## src/rtl/core_pkg.sv

```systemverilog
/* shared widths, RV32I opcode and funct3/funct7 constants,
   the two-view instruction word and the ALU operation codes */
package core_pkg;

	localparam int XLEN   = 32;
	localparam int REG_AW = 5;

	typedef logic [XLEN-1:0]   addr_t;
	typedef logic [XLEN-1:0]   data_t;
	typedef logic [REG_AW-1:0] reg_idx_t;

	// major opcodes of the supported subset
	localparam logic [6:0] OPC_LUI    = 7'b0110111;
	localparam logic [6:0] OPC_OP_IMM = 7'b0010011;
	localparam logic [6:0] OPC_OP     = 7'b0110011;
	localparam logic [6:0] OPC_LOAD   = 7'b0000011;
	localparam logic [6:0] OPC_STORE  = 7'b0100011;
	localparam logic [6:0] OPC_BRANCH = 7'b1100011;

	localparam logic [2:0] F3_ADD = 3'b000;
	localparam logic [2:0] F3_XOR = 3'b100;
	localparam logic [2:0] F3_OR  = 3'b110;
	localparam logic [2:0] F3_AND = 3'b111;
	localparam logic [2:0] F3_BEQ = 3'b000;
	localparam logic [2:0] F3_BNE = 3'b001;
	localparam logic [2:0] F3_LW  = 3'b010; // word size, LW and SW alike

	localparam logic [6:0] F7_SUB = 7'b0100000;

	// one instruction word, seen as R layout or S/B layout
	typedef union packed {
		struct packed {
			logic [6:0] funct7;
			reg_idx_t   rs2;
			reg_idx_t   rs1;
			logic [2:0] funct3;
			reg_idx_t   rd;
			logic [6:0] opcode;
		} r;
		struct packed {
			logic [6:0] imm_hi;
			reg_idx_t   rs2;
			reg_idx_t   rs1;
			logic [2:0] funct3;
			logic [4:0] imm_lo;
			logic [6:0] opcode;
		} s;
	} instr_u;

	typedef enum logic [2:0] {
		ALU_ADD,
		ALU_SUB,
		ALU_AND,
		ALU_OR,
		ALU_XOR,
		ALU_PASS_B
	} alu_op_e;

	localparam instr_u NOP_INSTR = 32'h0000_0013; // addi x0,x0,0

endpackage

```

## src/rtl/dmem_ctrl.sv

```systemverilog
/* data memory controller: word load/store request, wait for grant
   or read data, completion pulse */
`timescale 1ns/100ps

module dmem_ctrl import core_pkg::*; (
	input  logic  cpu_clk,
	input  logic  arst_n,
	input  logic  ls_start,
	input  logic  ls_load,
	input  addr_t ls_addr,
	input  data_t ls_wdata,
	output logic  ls_done,
	output data_t load_data,
	output logic  data_req,
	output logic  data_wr,
	output addr_t data_addr,
	output data_t data_wdata,
	input  logic  data_grant,
	input  data_t data_rdata,
	input  logic  data_rdata_valid
);

	always_ff @(posedge cpu_clk or negedge arst_n) begin
		if (!arst_n) begin
			data_req <= 1'b0;
			data_wr  <= 1'b0;
			ls_done  <= 1'b0;
		end else begin
			ls_done <= 1'b0;
			if (ls_start) begin
				data_req <= 1'b1;
				data_wr  <= !ls_load;
			end
			if (data_grant) begin
				data_req <= 1'b0;
				ls_done  <= data_wr;  // store is done once accepted
			end
			if (data_rdata_valid)
				ls_done <= 1'b1;
		end
	end

	always_ff @(posedge cpu_clk) begin
		if (ls_start) begin
			data_addr  <= ls_addr;
			data_wdata <= ls_wdata;
		end
		if (data_rdata_valid)
			load_data <= data_rdata;
	end

endmodule

```

## config.mk

```make
export PLATFORM = sky130hd
export DESIGN_NAME = dmem_ctrl
export DESIGN_NICKNAME = d
export VERILOG_FILES = /design/src/rtl/core_pkg.sv /design/src/rtl/dmem_ctrl.sv
export SDC_FILE = /design/constraint.sdc
export NUM_CORES = 1
export LEC_CHECK = 0
export ABC_AREA = 0
export CAP_MARGIN = 10
export CORE_MARGIN = 2
export CORE_UTILIZATION = 55
export DETAILED_ROUTE_END_ITERATION = 10
export DONT_BUFFER_PORTS = 1
export GPL_TIMING_DRIVEN = 1
export PLACE_DENSITY = 0.73
export SYNTH_ARGS = -nofsm -noshare
export SYNTH_HDL_FRONTEND = slang
export SYNTH_SLANG_ARGS = --single-unit
```

## constraint.sdc

```tcl
create_clock -name cpu_clk -period 0.9 [get_ports cpu_clk]
set_input_delay 0.09 -clock cpu_clk [delete_from_list [all_inputs] [get_ports cpu_clk]]
set_output_delay 0.09 -clock cpu_clk [all_outputs]
set_load 0.05 [all_outputs]
```

==> metrics.md, run 1 <==
| Metric | Value |
|---|---|
| Last stage | clock tree synthesis |
| Row cnt | 26 |
| Largest family of logic cells by synthesized area | multiplexers |
| Synthesis Warnings | 0 |
| Post-Synth Adder-Cell Area | 0 |
| Die Span X | a little under 80 um |
| FF+latch count, synth | slightly below 100 |
| Post-synthesis compound-gate area fraction | 0.00251 |
| CTS Buffer Depth | 2 |
| Net count after synthesis | between 200 and 250 |
| Die Ht | about 78 um |
| Clk root buf | clkbuf_8 |
| GPL Wtd Cong | 0.666 |
| Post-synth top area share | 0.965 |
| Synth Cell Area | roughly 0.0030 mm2 |
| Post-synthesis mux area share | 0.00335 |
| Post-Synth XOR/XNOR Area | 0 |
| CTS Buf Count | 9 |
| CTS hold repair buffers | 100 |
| Simple-gate share of the synthesized area | 0.00251 |
| First Error | [ERROR DPL-0038] Utilization greater than 100%, impossible to legalize |
| Avg Inst Size Synth | about 29 um2 |
| Synth area leader | edfxtp_1 |
| Top post-synthesis cells by area | edfxtp_1, dfrtp_1, mux2i_1 |
| Starting Density | 0.577 |
| Post_cts resized | just under 100 |
| Placed cell area | approximately 0.0038 mm2 |
| Top-level port count | approximately 200 |
| CTS H-tree depth | 3 |
| Status | did not finish |
| Setup Buffers After CTS | 1 |
| I/O Buffers | 0 |
| CTS Sinks | 99 |
| Seq/Total Area, Yosys | 0.990 |
| Post-Synthesis Cells | between 100 and 150 |
| Yosys cell types | 6 |
==> synth_stat cells <==
cell / number
a21o_1: 1
dfrtp_1: 3
edfxtp_1: 96
inv_1: 1
mux2i_1: 1
nor2_1: 2
==> kinds of logic after synthesis <==
family | Yosys count
AO/OA/AOI/OAI | 1
buffers and inverters | 1
flip-flops | 99
multiplexers | 1
AND/OR/NAND/NOR | 2
==> metrics by stage <==
stage / worst slack [ns] / instances / hold WS, ns
after detailed placement: 0.212 / 273 / -0.206
after global placement: 0.232 / 273 / -0.206
after floorplan: 0.0537 / 104 / -0.206
==> run 2, diff against run 1 <==
--- a/config.mk
+++ b/config.mk
@@ -8,11 +8,11 @@
 export ABC_AREA = 0
 export CAP_MARGIN = 10
 export CORE_MARGIN = 2
-export CORE_UTILIZATION = 55
+export CORE_UTILIZATION = 40
 export DETAILED_ROUTE_END_ITERATION = 10
 export DONT_BUFFER_PORTS = 1
 export GPL_TIMING_DRIVEN = 1
-export PLACE_DENSITY = 0.73
+export PLACE_DENSITY_LB_ADDON = 0.15
 export SYNTH_ARGS = -nofsm -noshare
 export SYNTH_HDL_FRONTEND = slang
 export SYNTH_SLANG_ARGS = --single-unit
==> metrics.md, run 2 <==
| Metric | Value |
|---|---|
| Status | complete, but fails checks (was did not finish) |
| Violated checks | negative hold slack, negative setup slack |
| Count of final hold-check violations | just under 100 |
| Psw | about 0.0031 W |
| Worst setup EP type | output pin |
| Max-cap viol count | 0 |
| Tmin final | 1.05 ns |
| Die Area | about 0.0082 mm2 |
| CTS tree | done |
| # DRC | 0 |
| Arr. time, crit path | 0.96 ns |
| Worst-Skew Late Latency | about 0.34 ns |
| Post-synth top area share | 0.965 (unchanged) |
| CTS Buffer Depth | 2 (unchanged) |
| Fmax | between 900 and 1000 MHz |
| Top_reg_cell synth | edfxtp_1 (unchanged) |
| CP Launch Type | flip-flop |
| Power Total | roughly 0.011 W |
| Global-route wire length before repair | 11500 um |
| Top post-synthesis cells by area | edfxtp_1, dfrtp_1, mux2i_1 (unchanged) |
| Post-route ant nets | 0 |
| Worst-path fanout max | 1 |
| Most frequent cell after synthesis | edfxtp_1 (unchanged) |
| DR top layer | met4 |
| Async SR Flop Fraction | 0.0303 (unchanged) |
| Reg-to-reg slack, setup | around 0.08 ns |
| Fill cells | 424 |
| Iter 0 DRT Violations | 93 |
| Total power per unit cell area | around 2000 mW/mm2 |
| Path depth of the worst reg2reg path | 2 |
| Hold path cells | 1 |
| Synth area leader | edfxtp_1 (unchanged) |
| Seq/Total Area, Yosys | 0.990 (unchanged) |
| WP buf/inv | 1 |
| Max incr delay on CP | ~0.43 ns |
| Avg WL per Cell | between 15 and 20 um |
| CTS Sinks | 99 (unchanged) |
| Synth Cell Area | 0.00299 mm2 (unchanged) |
| Worst Hold Class | primary input to flip-flop |
| Slew HR | 0.921 |
| Via Count | roughly 1.9k |
| Area growth syn-to-layout | 81.8% |
| Die Ht | 90.4 um (was 77.7 um) |
| Gr ovfl total | 0 |
| Post-synth EDFFs | 96 (unchanged) |
| Final Setup Violations | 99 |
| DRT Pass-1 Iters | 4 |
| Worst Hold Path EP | ls_done |
| Vias in the first global route | 2091 |
| WHS | -0.159 ns |
| Met1 Wirelength | between 2000 and 3000 um |
| Seq pwr share | 0.531 |
| Commonest non-fill, non-tap cell in the layout | dlygate4sd3_1 |
| Clk root buf | clkbuf_8 (unchanged) |
| Internal power | approximately 0.0075 W |
| Pin count of the biggest net entering global routing | between 60 and 70 |
| Final wirelength | just under 8000 um |
| CTS Buf Count | 9 (unchanged) |
| Storage cell area | between 0.002 and 0.003 mm2 |
| Most frequent cells after synthesis | edfxtp_1, dfrtp_1, nor2_1 (unchanged) |
| P_leak | 2.11 nW |
| Multi-input combinational cell area | roughly 25 um2 |
| Avg Inst Size Synth | 28.7 um2 (unchanged) |
| Fin. max-slew vios | 0 |
| Ant diodes | 0 |
| HP Start | data_rdata_valid |
| Clk slew on worst S/H paths | ~0.09 ns |
| Die Span X | 90.4 um (was 77.7 um) |
| Setup TNS Final | -9.79 ns |
| GPL Wtd Cong | 0.707 (was 0.666) |
| CTS H-tree depth | 3 (unchanged) |
| Crit path cell chain | buf_6 |
| Starting Density | 0.412 (was 0.577) |
| Start point of the critical path | data_wdata[23] |
| Most frequent cells in the layout | dlygate4sd3_1, buf_6, edfxtp_1 |
| RR Endpoint | ls_done |
| I/O Buffers | 0 (unchanged) |
| Crit path required time | around 0.81 ns |
| Setup ws final | -0.147 ns |
| Clock power frac | 0.238 |
| Top delay family on crit path | flip-flops |
| CP Class | flip-flop to output pin |
| Worst R2R Start | data_wr |
| Total GRT Usage | 0.192 |
| Post-Synthesis Cells | 104 (unchanged) |
| Comb power frac | 0.230 |
| Peak supply drop | between 1000 and 1500 uV |
| Sw Ratio | 0.293 |
| FF+latch count, synth | 99 (unchanged) |
| Final Util | 0.749 |
| CTS hold repair buffers | 100 (unchanged) |
| Setup Skew | 0.000761 ns |
| Avg Vias per Cell | approximately 4.4 |
| Met2 WL post-DR | between 4000 and 5000 um |
| Final nets | about 420 |
| DR WL met3 | roughly 700 um |
| Yosys cell types | 6 (unchanged) |
| Row cnt | 31 (was 26) |
| RSZ-0062 raised after global routing | true |
| Synthesis Warnings | 0 (unchanged) |
| Slowest cell on the critical path | edfxtp_1 |
| Top-level port count | 201 (unchanged) |
| Biggest regs | data_addr: 32 flops, data_wdata: 32 flops, load_data: 32 flops |
| Net count after synthesis | 206 (unchanged) |
| Initial antenna violation count | 0 |
| Core footprint | 0.00725 mm2 |
| Share of cells above drive strength 1 | 0.364 |
| Tcrit/Tclk final | 1.16 |
| Tightest Pin Transition | 0.115 ns |
==> run 2: cell counts after synthesis <==
No cell type changed its count.
==> run 2: cell type report <==
cell class                      count  share of cell area
Clock inverter                      5             0.00691
Timing Repair Buffer              201               0.394
Inverter                            1            0.000691
Sequential cell                    99               0.545
Tap cell                           99              0.0228
Clock buffer                       11              0.0260
Multi-Input combinational cell      4             0.00461
==> run 2: worst max path at each step <==
stage,to,slack [ns],cells past startpoint
detailed placement,ls_done,0.21,1
finish,data_wdata[23],-0.15,1
global placement,ls_done,0.23,1
floorplan,data_req,0.05,2
CTS,data_addr[15],-0.14,1
global route,data_addr[9],-0.19,1
==> run 2: metrics by stage <==
| step | instance area (um2) | std cells | setup WS [ns] | hold WS, ns |
|---|---|---|---|---|
| after floorplan | 2990 | 104 | 0.0537 | -0.206 |
| after CTS | 5420 | 419 | -0.143 | -0.175 |
| after detailed placement | 3870 | 302 | 0.206 | -0.205 |
| after global placement | 3870 | 302 | 0.228 | -0.206 |
| final | 5430 | 420 | -0.147 | -0.159 |
| after global routing | 5430 | 420 | -0.192 | -0.188 |
==> run 2: routing by layer <==
metal / global-route usage / up-vias
li1: - / 838
met1: 0.193 / 901
met2: 0.362 / 120
met3: 0.0801 / 5
met4: 0.0551 / 0
met5: 0 / -
==> run 2: what timing repair did <==
item | 4_1_cts | 5_1_grt
gates resized for setup | 98 | 0
setup buffers | 1 | 1
endpoints found under the hold margin | 198 | 99
setup endpoints to repair | 99 | 99
==> run 2: worst reg2reg max path, stage by stage, from the launching register on <==
cell	delay, ns
dfrtp_2	0.42
buf_4	0.14
a21o_1	0.17
==> run 2: cell families (layout without fill, tap and decap cells) <==
logic type,Yosys count,after routing,share of synthesized area
compound gates,1,1,0.00251
mux,1,1,0.00335
simple gates,2,2,0.00251
flops,99,99,0.990
buf+inv,1,218,0.00126
==> run 2: power by group through the flow <==
stage | clock (W) | sequential (W) | combinational [W]
global placement | 0 | 0.00566 | 0.00186
detailed placement | 0 | 0.00567 | 0.00185
floorplan | 0 | 0.00694 | 0.00000976
CTS | 0.00259 | 0.00564 | 0.00243
finish | 0.00253 | 0.00565 | 0.00245
global route | 0.00279 | 0.00569 | 0.00251
Power figures use the tool's default switching activity.
==> run 3, diff against run 2 <==
--- a/config.mk
+++ b/config.mk
@@ -7,6 +7,8 @@
 export LEC_CHECK = 0
 export ABC_AREA = 0
 export CAP_MARGIN = 10
+export CELL_PAD_IN_SITES_DETAIL_PLACEMENT = 1
+export CELL_PAD_IN_SITES_GLOBAL_PLACEMENT = 1
 export CORE_MARGIN = 2
 export CORE_UTILIZATION = 40
 export DETAILED_ROUTE_END_ITERATION = 10
==> metrics.md, run 3 <==
| Metric | Value |
|---|---|
| Synth Cell Area | 0.00299 mm2 (unchanged) |
| Most frequent cell after synthesis | edfxtp_1 (unchanged) |
| CTS H-tree depth | 3 (unchanged) |
| Top_reg_cell synth | edfxtp_1 (unchanged) |
| CTS Buffer Depth | 2 (unchanged) |
| Synthesis Warnings | 0 (unchanged) |
| I/O Buffers | 0 (unchanged) |
| Post-synth EDFFs | 96 (unchanged) |
| Most frequent cells after synthesis | edfxtp_1, dfrtp_1, nor2_1 (unchanged) |
| GPL Wtd Cong | 0.665 (was 0.707) |
| Die Ht | 90.4 um (unchanged) |
| Yosys cell types | 6 (unchanged) |
| First Error | [ERROR DPL-0033] detailed placement checks failed during check placement. |
| Top-level port count | 201 (unchanged) |
| Starting Density | 0.412 (unchanged) |
| Die Span X | 90.4 um (unchanged) |
| Post-Synthesis Cells | 104 (unchanged) |
| Row cnt | 31 (unchanged) |
| Setup Buffers After CTS | 1 (unchanged) |
| Last stage | clock tree synthesis |
| Top post-synthesis cells by area | edfxtp_1, dfrtp_1, mux2i_1 (unchanged) |
| Post-Synth Adder-Cell Area | 0 (unchanged) |
| Simple-gate share of the synthesized area | 0.00251 (unchanged) |
| Avg Inst Size Synth | 28.7 um2 (unchanged) |
| Post_cts resized | 98 (unchanged) |
| Largest family of logic cells by synthesized area | multiplexers (unchanged) |
| FF+latch count, synth | 99 (unchanged) |
| Clk root buf | clkbuf_8 (unchanged) |
| CTS Buf Count | 9 (unchanged) |
| Seq/Total Area, Yosys | 0.990 (unchanged) |
| Post-synthesis compound-gate area fraction | 0.00251 (unchanged) |
| Post-synth top area share | 0.965 (unchanged) |
| Post-Synth XOR/XNOR Area | 0 (unchanged) |
| CTS hold repair buffers | 100 (unchanged) |
| CTS Sinks | 99 (unchanged) |
| Async SR Flop Fraction | 0.0303 (unchanged) |
| Synth area leader | edfxtp_1 (unchanged) |
| Post-synthesis mux area share | 0.00335 (unchanged) |
| Placed cell area | 0.00387 mm2 (unchanged) |
| Net count after synthesis | 206 (unchanged) |
| Status | did not finish (was complete, but fails checks) |
run 3: cell counts after synthesis:
No cell type changed its count.
run 3: kinds of logic after synthesis:
family          after synthesis
flops                        99
mux                           1
buf+inv                       1
compound gates                1
simple gates                  2
run 3: per-stage QoR:
stage               hold slack (ns)  setup slack [ns]  cells  utilization
detailed placement           -0.206             0.219    302        0.533
global placement             -0.206             0.231    302        0.533
floorplan                    -0.206            0.0537    104            -
