===== src/rtl/core_pkg.sv =====
/* shared widths, RV32I opcode and funct3/funct7 constants,
   the two-view instruction word and the ALU operation codes */
package core_pkg;

	localparam int XLEN   = 32;
	localparam int REG_AW = 5;

	typedef logic [XLEN-1:0]   addr_t;
	typedef logic [XLEN-1:0]   data_t;
	typedef logic [REG_AW-1:0] reg_idx_t;

	// major opcodes of the supported subset
	localparam logic [6:0] OPC_LUI    = 7'b0110111;
	localparam logic [6:0] OPC_OP_IMM = 7'b0010011;
	localparam logic [6:0] OPC_OP     = 7'b0110011;
	localparam logic [6:0] OPC_LOAD   = 7'b0000011;
	localparam logic [6:0] OPC_STORE  = 7'b0100011;
	localparam logic [6:0] OPC_BRANCH = 7'b1100011;

	localparam logic [2:0] F3_ADD = 3'b000;
	localparam logic [2:0] F3_XOR = 3'b100;
	localparam logic [2:0] F3_OR  = 3'b110;
	localparam logic [2:0] F3_AND = 3'b111;
	localparam logic [2:0] F3_BEQ = 3'b000;
	localparam logic [2:0] F3_BNE = 3'b001;
	localparam logic [2:0] F3_LW  = 3'b010; // word size, LW and SW alike

	localparam logic [6:0] F7_SUB = 7'b0100000;

	// one instruction word, seen as R layout or S/B layout
	typedef union packed {
		struct packed {
			logic [6:0] funct7;
			reg_idx_t   rs2;
			reg_idx_t   rs1;
			logic [2:0] funct3;
			reg_idx_t   rd;
			logic [6:0] opcode;
		} r;
		struct packed {
			logic [6:0] imm_hi;
			reg_idx_t   rs2;
			reg_idx_t   rs1;
			logic [2:0] funct3;
			logic [4:0] imm_lo;
			logic [6:0] opcode;
		} s;
	} instr_u;

	typedef enum logic [2:0] {
		ALU_ADD,
		ALU_SUB,
		ALU_AND,
		ALU_OR,
		ALU_XOR,
		ALU_PASS_B
	} alu_op_e;

	localparam instr_u NOP_INSTR = 32'h0000_0013; // addi x0,x0,0

endpackage


===== src/rtl/mem_arbiter.sv =====
/* single memory port arbiter, data before fetch, owner held until
   write accept or read data return */
`timescale 1ns/100ps

module mem_arbiter import core_pkg::*; (
	input  logic  cpu_clk,
	input  logic  arst_n,
	input  logic  fetch_req,
	input  addr_t fetch_addr,
	output logic  fetch_grant,
	output data_t fetch_data,
	output logic  fetch_data_valid,
	input  logic  data_req,
	input  logic  data_wr,
	input  addr_t data_addr,
	input  data_t data_wdata,
	output logic  data_grant,
	output data_t data_rdata,
	output logic  data_rdata_valid,
	output logic  mem_access,
	output logic  mem_rd0_wr1,
	output addr_t mem_addr,
	output data_t mem_write_data,
	input  logic  mem_ready,
	input  data_t mem_read_data,
	input  logic  mem_read_data_valid
);

	logic own_data;  // current owner, 1 for data
	logic locked;    // request on the bus, not accepted yet
	logic rd_pend;   // read accepted, waiting for valid
	logic sel_data;
	logic accept;

	assign sel_data       = (locked || rd_pend) ? own_data : data_req;
	assign mem_access     = !rd_pend && (sel_data ? data_req : fetch_req);
	assign mem_rd0_wr1    = sel_data && data_wr;
	assign mem_addr       = sel_data ? data_addr : fetch_addr;
	assign mem_write_data = data_wdata;
	assign accept         = mem_access && mem_ready;

	assign data_grant  = accept && sel_data;
	assign fetch_grant = accept && !sel_data;

	// read data is shared, valid only goes to the owner
	assign fetch_data       = mem_read_data;
	assign data_rdata       = mem_read_data;
	assign fetch_data_valid = mem_read_data_valid && rd_pend && !own_data;
	assign data_rdata_valid = mem_read_data_valid && rd_pend && own_data;

	always_ff @(posedge cpu_clk or negedge arst_n) begin
		if (!arst_n) begin
			own_data <= 1'b0;
			locked   <= 1'b0;
			rd_pend  <= 1'b0;
		end else begin
			if (mem_read_data_valid)
				rd_pend <= 1'b0;
			if (mem_access) begin
				own_data <= sel_data;
				locked   <= !mem_ready;
				if (mem_ready && !mem_rd0_wr1)
					rd_pend <= 1'b1;
			end
		end
	end

endmodule

===== config.mk =====
export PLATFORM = sky130hd
export DESIGN_NAME = mem_arbiter
export DESIGN_NICKNAME = d
export VERILOG_FILES = /design/src/rtl/core_pkg.sv /design/src/rtl/mem_arbiter.sv
export SDC_FILE = /design/constraint.sdc
export NUM_CORES = 1
export LEC_CHECK = 0
export ABC_AREA = 1
export CAP_MARGIN = 25
export CORE_AREA = 2 2 105 107
export CTS_CLUSTER_DIAMETER = 200
export DETAILED_ROUTE_END_ITERATION = 6
export DIE_AREA = 0 0 107 109
export DONT_BUFFER_PORTS = 1
export HOLD_SLACK_MARGIN = 0.15
export MAX_ROUTING_LAYER = met4
export PLACE_DENSITY = 0.34
export SYNTH_ARGS = -nofsm -noshare
export SYNTH_HDL_FRONTEND = slang
export SYNTH_SLANG_ARGS = --single-unit
export TNS_END_PERCENT = 5

===== constraint.sdc =====
create_clock -name cpu_clk -period 1.64 [get_ports cpu_clk]
set_clock_uncertainty 0.15 [all_clocks]
set_input_delay 0.082 -clock cpu_clk [delete_from_list [all_inputs] [get_ports cpu_clk]]
set_output_delay 0.082 -clock cpu_clk [all_outputs]
set_load 0.01 [all_outputs]

==> impl_metrics.py, run 1 <==
metrics = {
    "die": {
        "rows": 38,
        "dieWidth_microns": 107,
        "start_util_pct": 12.7,
        "io_pins": 269,
        "die_y_microns": 109,
    },
    "synth": {
        "ys_seq_elements": 3,
        "ys.warnings.count": 0,
        "synth_seq_area_share_pct": 5.60,
        "synth_area_sq_um": 1340,
        "syn_avg_cell_area_sq_um": 5.76,
        "syn-num-nets": 368,
        "synth.distinct_cells": 12,
        "synthCells": 233,
    },
    "clock_tree": {
        "cts_inserted_buffers": 3,
        "cts_resized": 23,
        "cts_root_buf": "clkbuf_8",
        "cts.htree.levels": 1,
        "postCtsHoldBufs": 101,
        "clkSinkCount": 3,
        "cts_setup_buffers": 2,
        "max-clock-path-buffers": 2,
    },
    "run_status": {
        "outcome": "did not finish",
        "failed_stage": "clock tree synthesis",
        "first-error": "[ERROR RSZ-0060] Max buffer count reached.",
    },
    "place": {
        "io_buffers": 0,
        "gp_congestion": 0.620,
        "dp_slack_ns": 0.0845,
        "dp_hpwl_microns": 2510,
    },
}
cells in the mapped netlist, drive strengths merged:
cell / n / area share [%]
inv: 9 / 2.5
o21ai: 1 / 0.65
nor3: 2 / 0.75
nor2: 4 / 1.1
buf: 102 / 57
nand3: 3 / 1.1
nand2: 109 / 31
dfrtp: 3 / 5.6
metrics by stage:
step | area [sq um] | instances
after global placement | 797 | 276
after detailed placement | 797 | 276
after floorplan | 1340 | 233
kinds of logic after synthesis:
group / after synthesis / share of synthesized area (%)
AO/OA/AOI/OAI: 1 / 0.653
buffers and inverters: 111 / 59.9
AND/OR/NAND/NOR: 118 / 33.9
flip-flops: 3 / 5.60
==> run 2: changes to the inputs <==
CORE_AREA = 2 2 104 106   (was 2 2 105 107)
CTS_CLUSTER_DIAMETER = default   (was 200)
DIE_AREA = 0 0 106 108   (was 0 0 107 109)
HOLD_SLACK_MARGIN = default   (was 0.15)
MAX_ROUTING_LAYER = default   (was met4)
PLACE_DENSITY = default   (was 0.34)
PLACE_DENSITY_LB_ADDON = 0.15   (was default)
==> run 2 against run 1 <==
The flow now finishes, with violations (negative setup slack); area after synthesis unchanged; synthesized cell count unchanged.
==> impl_metrics.py, run 2 <==
metrics = {
    "grt": {
        "antenna_found_initial": 0,
        "grt_usage_pct": 5.56,
        "grt.overflow.total": 0,
        "grt_pass1_vias": 899,
        "grt_pass1_wl_microns": 4800,
        "grt_max_degree": 21,
    },
    "synth": {
        "ys_top_cells_by_count": "nand2_1 (107), buf_4 (96), inv_1 (8), nor2_1 (4)",
        "synth_ff_type": "dfrtp_1",
        "ys_seq_elements": 3,
        "synth.distinct_cells": 12,
        "synth_area_sq_um": 1340,
        "yosys.area.top_type": "buf_4",
        "syn_avg_cell_area_sq_um": 5.76,
        "synth-edff-count": 0,
        "synth_top_area_share_pct": 53.7,
        "synthCells": 233,
        "synth_seq_area_share_pct": 5.60,
        "async_reset_ff_share_pct": 100,
        "synthTopCellsByArea": "buf_4 (54%), nand2_1 (30%), dfrtp_1 (5.6%)",
        "ys.warnings.count": 0,
        "syn-num-nets": 368,
        "synth.most_common_cell": "nand2_1",
    },
    "timing": {
        "final.setup.tns_ns": -0.117,
        "fin_ws_ns": -0.0142,
        "final_max_slew_viol_count": 0,
        "finalCriticalPeriod_ns": 1.65,
        "max_freq_mhz": 605,
        "setup_viol": 18,
        "hold_violations": 0,
        "worst-slew-pin-transition_ns": 0.467,
        "relSlewSlack_pct": 68.6,
        "rsz0062_at_grt": "yes",
        "finalCritPeriodShare_pct": 101,
    },
    "critical_path": {
        "end_kind": "output pin",
        "crit_fanout": 5,
        "slowest_stage": "dfrtp_2",
        "startpoint_type": "flip-flop",
        "path_common_cell": "nand2_1",
        "crit_chain": "o21ai_4 > nand2_4 > inv_8 > buf_6 > nand2_1 > nand2_1",
        "cp.required_ns": 1.41,
        "worstPathBufferInverterCount": 2,
        "slowest_delay_ns": 0.43,
        "path_class": "reg -> out",
        "cp.arrival_ns": 1.42,
        "r2r_slack_ns": 0.29,
        "cp_top_family": "flip-flops",
    },
    "die": {
        "dieWidth_microns": 106,
        "rows": 37,
        "start_util_pct": 13.1,
        "die_y_microns": 108,
        "io_pins": 269,
        "die_area_sq_um": 11400,
        "core_area_sq_um": 10200,
    },
    "layout": {
        "fillers": 1204,
        "stdcell_area_sq_um": 1130,
        "final_nets": 288,
        "final_cell_mix": "nand2_1 (75), nand2_2 (31), inv_1 (8), dlygate4sd3_1 (5), buf_4 (5)",
        "drive_gt1_share_pct": 35.5,
        "reg_top3": "locked (1), own_data (1), rd_pend (1)",
        "diodes": 0,
        "syn2layout_area_growth_pct": -16.0,
        "mostFrequentLayoutCell": "nand2_1",
    },
    "run": {
        "cap_viol_max_count": 0,
    },
    "place": {
        "dp_hpwl_microns": 2920,
        "gp_congestion": 0.644,
        "placed_cell_area_sq_um": 800,
        "dp_slack_ns": 0.145,
        "io_buffers": 0,
    },
    "drt": {
        "drt_first_pass_iters": 2,
        "vias": 972,
        "drtAntennaViolNets": 0,
        "wire_per_inst_microns": 13.7,
        "routed_wl_microns": 3950,
        "drc": 0,
        "drt_iter0_markers": 7,
        "vias_per_cell": 3.38,
    },
    "clock_tree": {
        "cts_inserted_buffers": 3,
        "clk_pin_slew_ns": 0.03,
        "clkSinkCount": 3,
        "cts.htree.levels": 1,
        "cts_root_buf": "clkbuf_8",
        "cts_tree": "built",
        "worstSkewPairLatency_ns": 0.22,
        "max-clock-path-buffers": 2,
    },
    "pwr": {
        "comb_power_share_pct": 83.3,
        "leakagePower_nw": 0.570,
        "p_int_w": 0.000987,
        "p_per_area_nw_per_um2": 1950,
        "swShare_pct": 55.0,
        "ir_drop_mv": 0.463,
        "clkPwrFrac_pct": 9.8,
        "p_sw_w": 0.00120,
        "p_seq_share_pct": 6.9,
    },
    "min_path": {
        "hp-class": "in -> out",
    },
    "run_status": {
        "outcome": "complete, but fails checks",
        "violations": "negative setup slack",
    },
}
run 2: worst register-to-register path: stages, from the launching register on:
cell and delay, ns:
dfrtp_2 0.43, o21ai_4 0.21, buf_4 0.14, nand3_1 0.09, nand2_1 0.08, inv_1 0.04
nand2_1 0.05, nand2_1 0.04
run 2: area by class of cell:
| cell class | instances | area, sq um | share of cell area (%) |
|---|---|---|---|
| Tap cell | 136 | 170 | 15.1 |
| Timing Repair Buffer | 17 | 220 | 19.6 |
| Multi-Input combinational cell | 119 | 573 | 50.9 |
| Sequential cell | 3 | 76.3 | 6.78 |
| Inverter | 9 | 41.3 | 3.67 |
| Clock buffer | 4 | 45.0 | 4.00 |
run 2: worst paths after layout:
| kind | endpoint | startpoint | depth (start not counted) |
|---|---|---|---|
| worst max register to register | rd_pend | rd_pend | 7 |
| max in group asynchronous | rd_pend | arst_n | 2 |
| worst max-delay path | mem_addr[8] | rd_pend | 6 |
| worst min register to register | own_data | own_data | 2 |
| min in group asynchronous | rd_pend | arst_n | 2 |
| worst min-delay path | mem_write_data[20] | data_wdata[20] | 0 |
run 2: stage by stage:
step,std cells,total power [W],util (%),hold WS (ns)
floorplan,233,0.00137,-,-0.364
global route,288,0.00241,11.0,0.0140
global placement,273,0.00142,7.81,-0.363
CTS,282,0.00172,9.06,0.0141
finish,288,0.00219,11.0,0.0140
detailed placement,273,0.00142,7.81,-0.363
run 2: timing repair:
item	CTS	global route
endpoints found under the hold margin	6	0
pin swaps	2	9
hold buffers	5	0
cloned	0	3
resized for setup	12	37
setup buffers	0	4
endpoints found under the setup margin	33	34
run 2: cells by family after synthesis:
group                  synth area share (%)
buffers and inverters                  59.9
DFF                                    5.60
and+or+nand+nor                        33.9
AOI/OAI and AO/OA                     0.653
run 2: per-layer routing:
layer | vias to the layer above | global-route usage (%) | part of all wire, %
met3 | 49 | 2.17 | 13
met4 | 0 | 6.95 | 9.4
met5 | - | 0 | 0
met2 | 83 | 9.91 | 50
li1 | 435 | - | -
met1 | 405 | 4.09 | 27
run 2: power by group through the flow:
stage / Clock, W / Sequential [W] / Combinational (W)
floorplan: 0 / 0.000135 / 0.00124
global placement: 0 / 0.000144 / 0.00127
detailed placement: 0 / 0.000144 / 0.00128
CTS: 0.000222 / 0.000144 / 0.00136
global route: 0.000225 / 0.000157 / 0.00203
finish: 0.000215 / 0.000151 / 0.00183
Power figures use the tool's default switching activity.
==> run 3: changes to the inputs <==
PLACE_DENSITY_LB_ADDON = default   (was 0.15)
==> run 3 against run 2 <==
The run still ends with negative setup slack left; fmax about the same; global-route usage is 0.090 points higher; register-to-register slack got worse by 0.19 ns; critical path depth stayed put; final cell count increased by 0.35%; die area did not move; sequential power up 4%; first-iteration DRC count rose to 3.4 times the previous value; clock power rose by 4%; sequential share of layout area grew 0.096 points; routed wire length is 5.2% higher; critical path type unchanged; largest cell class unchanged.
==> impl_metrics.py, run 3 (synthesis results as in run 2) <==
metrics = {
    "clock_tree": {
        "worstSkewPairLatency_ns": 0.22,
        "clkSinkCount": 3,
        "cts.htree.levels": 1,
        "max-clock-path-buffers": 2,
        "cts_inserted_buffers": 3,
        "cts_tree": "built",
        "clk_pin_slew_ns": 0.03,
        "cts_root_buf": "clkbuf_8",
    },
    "critical_path": {
        "crit_fanout": 6,
        "cp.required_ns": 1.41,
        "end_kind": "output pin",
        "startpoint_type": "flip-flop",
        "path_class": "reg -> out",
        "cp.arrival_ns": 1.42,
        "cp-startpoint": "rd_pend",
        "reg2reg_from": "rd_pend",
        "reg2reg_depth": 8,
    },
    "timing": {
        "rsz0062_at_grt": "yes",
        "worst-slew-pin-transition_ns": 0.228,
        "final_max_slew_viol_count": 0,
        "setup_viol": 6,
        "finalCriticalPeriod_ns": 1.65,
        "hold_violations": 0,
        "fin_ws_ns": -0.0143,
        "final.setup.tns_ns": -0.0408,
        "finalCritPeriodShare_pct": 101,
        "max_freq_mhz": 604,
        "relSlewSlack_pct": 84.8,
    },
    "drt": {
        "routed_wl_microns": 4150,
        "drc": 0,
        "wire_per_inst_microns": 14.4,
        "drt_first_pass_iters": 4,
        "vias_per_cell": 3.44,
        "drt_iter0_markers": 24,
        "vias": 993,
        "drtAntennaViolNets": 0,
    },
    "layout": {
        "final_cell_mix": "nand2_1 (77), nand2_2 (30), inv_1 (8), dlygate4sd3_1 (5), buf_4 (5)",
        "drive_gt1_share_pct": 35.9,
        "fillers": 1184,
        "syn2layout_area_growth_pct": -15.9,
        "stdcell_count": 289,
        "diodes": 0,
        "mostFrequentLayoutCell": "nand2_1",
        "final_nets": 289,
        "reg_top3": "locked (1), own_data (1), rd_pend (1)",
    },
    "grt": {
        "grt.overflow.total": 0,
        "grt_pass1_wl_microns": 4840,
        "antenna_found_initial": 0,
        "grt_max_degree": 25,
        "grt_usage_pct": 5.65,
        "grt_pass1_vias": 892,
    },
    "die": {
        "dieWidth_microns": 106,
        "core_area_sq_um": 10200,
        "die_y_microns": 108,
        "die_area_sq_um": 11400,
        "io_pins": 269,
        "start_util_pct": 13.1,
        "rows": 37,
    },
    "run_status": {
        "violations": "negative setup slack",
        "outcome": "complete, but fails checks",
    },
    "pwr": {
        "p_per_area_nw_per_um2": 1950,
        "ir_drop_mv": 0.957,
        "leakagePower_nw": 0.571,
    },
    "run": {
        "cap_viol_max_count": 0,
    },
    "min_path": {
        "hp-class": "in -> out",
        "holdCritStartpoint": "data_wdata[2]",
        "min_path_cells": 0,
    },
    "place": {
        "io_buffers": 0,
        "gp_congestion": 0.716,
        "dp_hpwl_microns": 2970,
        "place_inst": 274,
    },
}
[run 3: cell count changes in the layout (fill, tap and decap cells not counted), sizes merged]
cell / previous run / this run
buf: 10 / 11
[run 3: final timing paths]
kind	endpoint	slack, ns
max	mem_addr[10]	-0.01
min	mem_write_data[2]	0.01
max reg2reg	locked	0.10
min reg2reg	own_data	0.36
max in group asynchronous	rd_pend	0.69
min in group asynchronous	locked	0.49
[run 3: per-stage QoR]
stage                     worst slack, ns  power [W]  hold slack (ns)  utilization (%)  area (sq um)
after floorplan                     0.291    0.00137           -0.364                -          1340
after global placement              0.238    0.00138           -0.363             7.89           807
after detailed placement            0.207    0.00140           -0.363             7.89           807
after CTS                         -0.0233    0.00175           0.0141             9.31           952
after global routing              -0.0742    0.00238           0.0140             11.0          1130
final                             -0.0143    0.00220           0.0140             11.0          1130
[run 3: timing repair]
action | 4_1_cts | 5_1_grt
pin swaps | 1 | 7
buffers inserted | 0 | 3
resized for setup | 19 | 29
hold buffers | 5 | 0
cloned | 0 | 3
endpoints found under the hold margin | 6 | 0
endpoints found under the setup margin | 16 | 34
[run 3: per-layer routing]
metal	GRT usage [%]	up-vias	share of wire (%)
met1	4.85	408	31
li1	-	438	-
met5	0	-	0
met2	9.35	93	47
met3	2.47	54	13
met4	6.30	0	8.8
[run 3: critical path: stages, from the launching register on]
cell and delay, ns:
dfrtp_2 0.43, o21ai_4 0.21, nand2_4 0.13, inv_8 0.11, clkbuf_16 0.16, nand2_1 0.07, nand2_2 0.08
[run 3: power by group]
group,switching (W),internal (W)
sequential,0.0000451,0.000112
clock,0.0000572,0.000167
combinational,0.00113,0.000681
total,0.00124,0.000960
[run 3: final cells by class]
cell class / instances / area, sq um / share of cell area (%)
clock buffer: 4 / 45.0 / 3.99
inverter: 9 / 41.3 / 3.66
multi-input combinational: 119 / 573 / 50.8
sequential: 3 / 77.6 / 6.87
tap: 136 / 170 / 15.1
timing repair buffer: 18 / 221 / 19.6
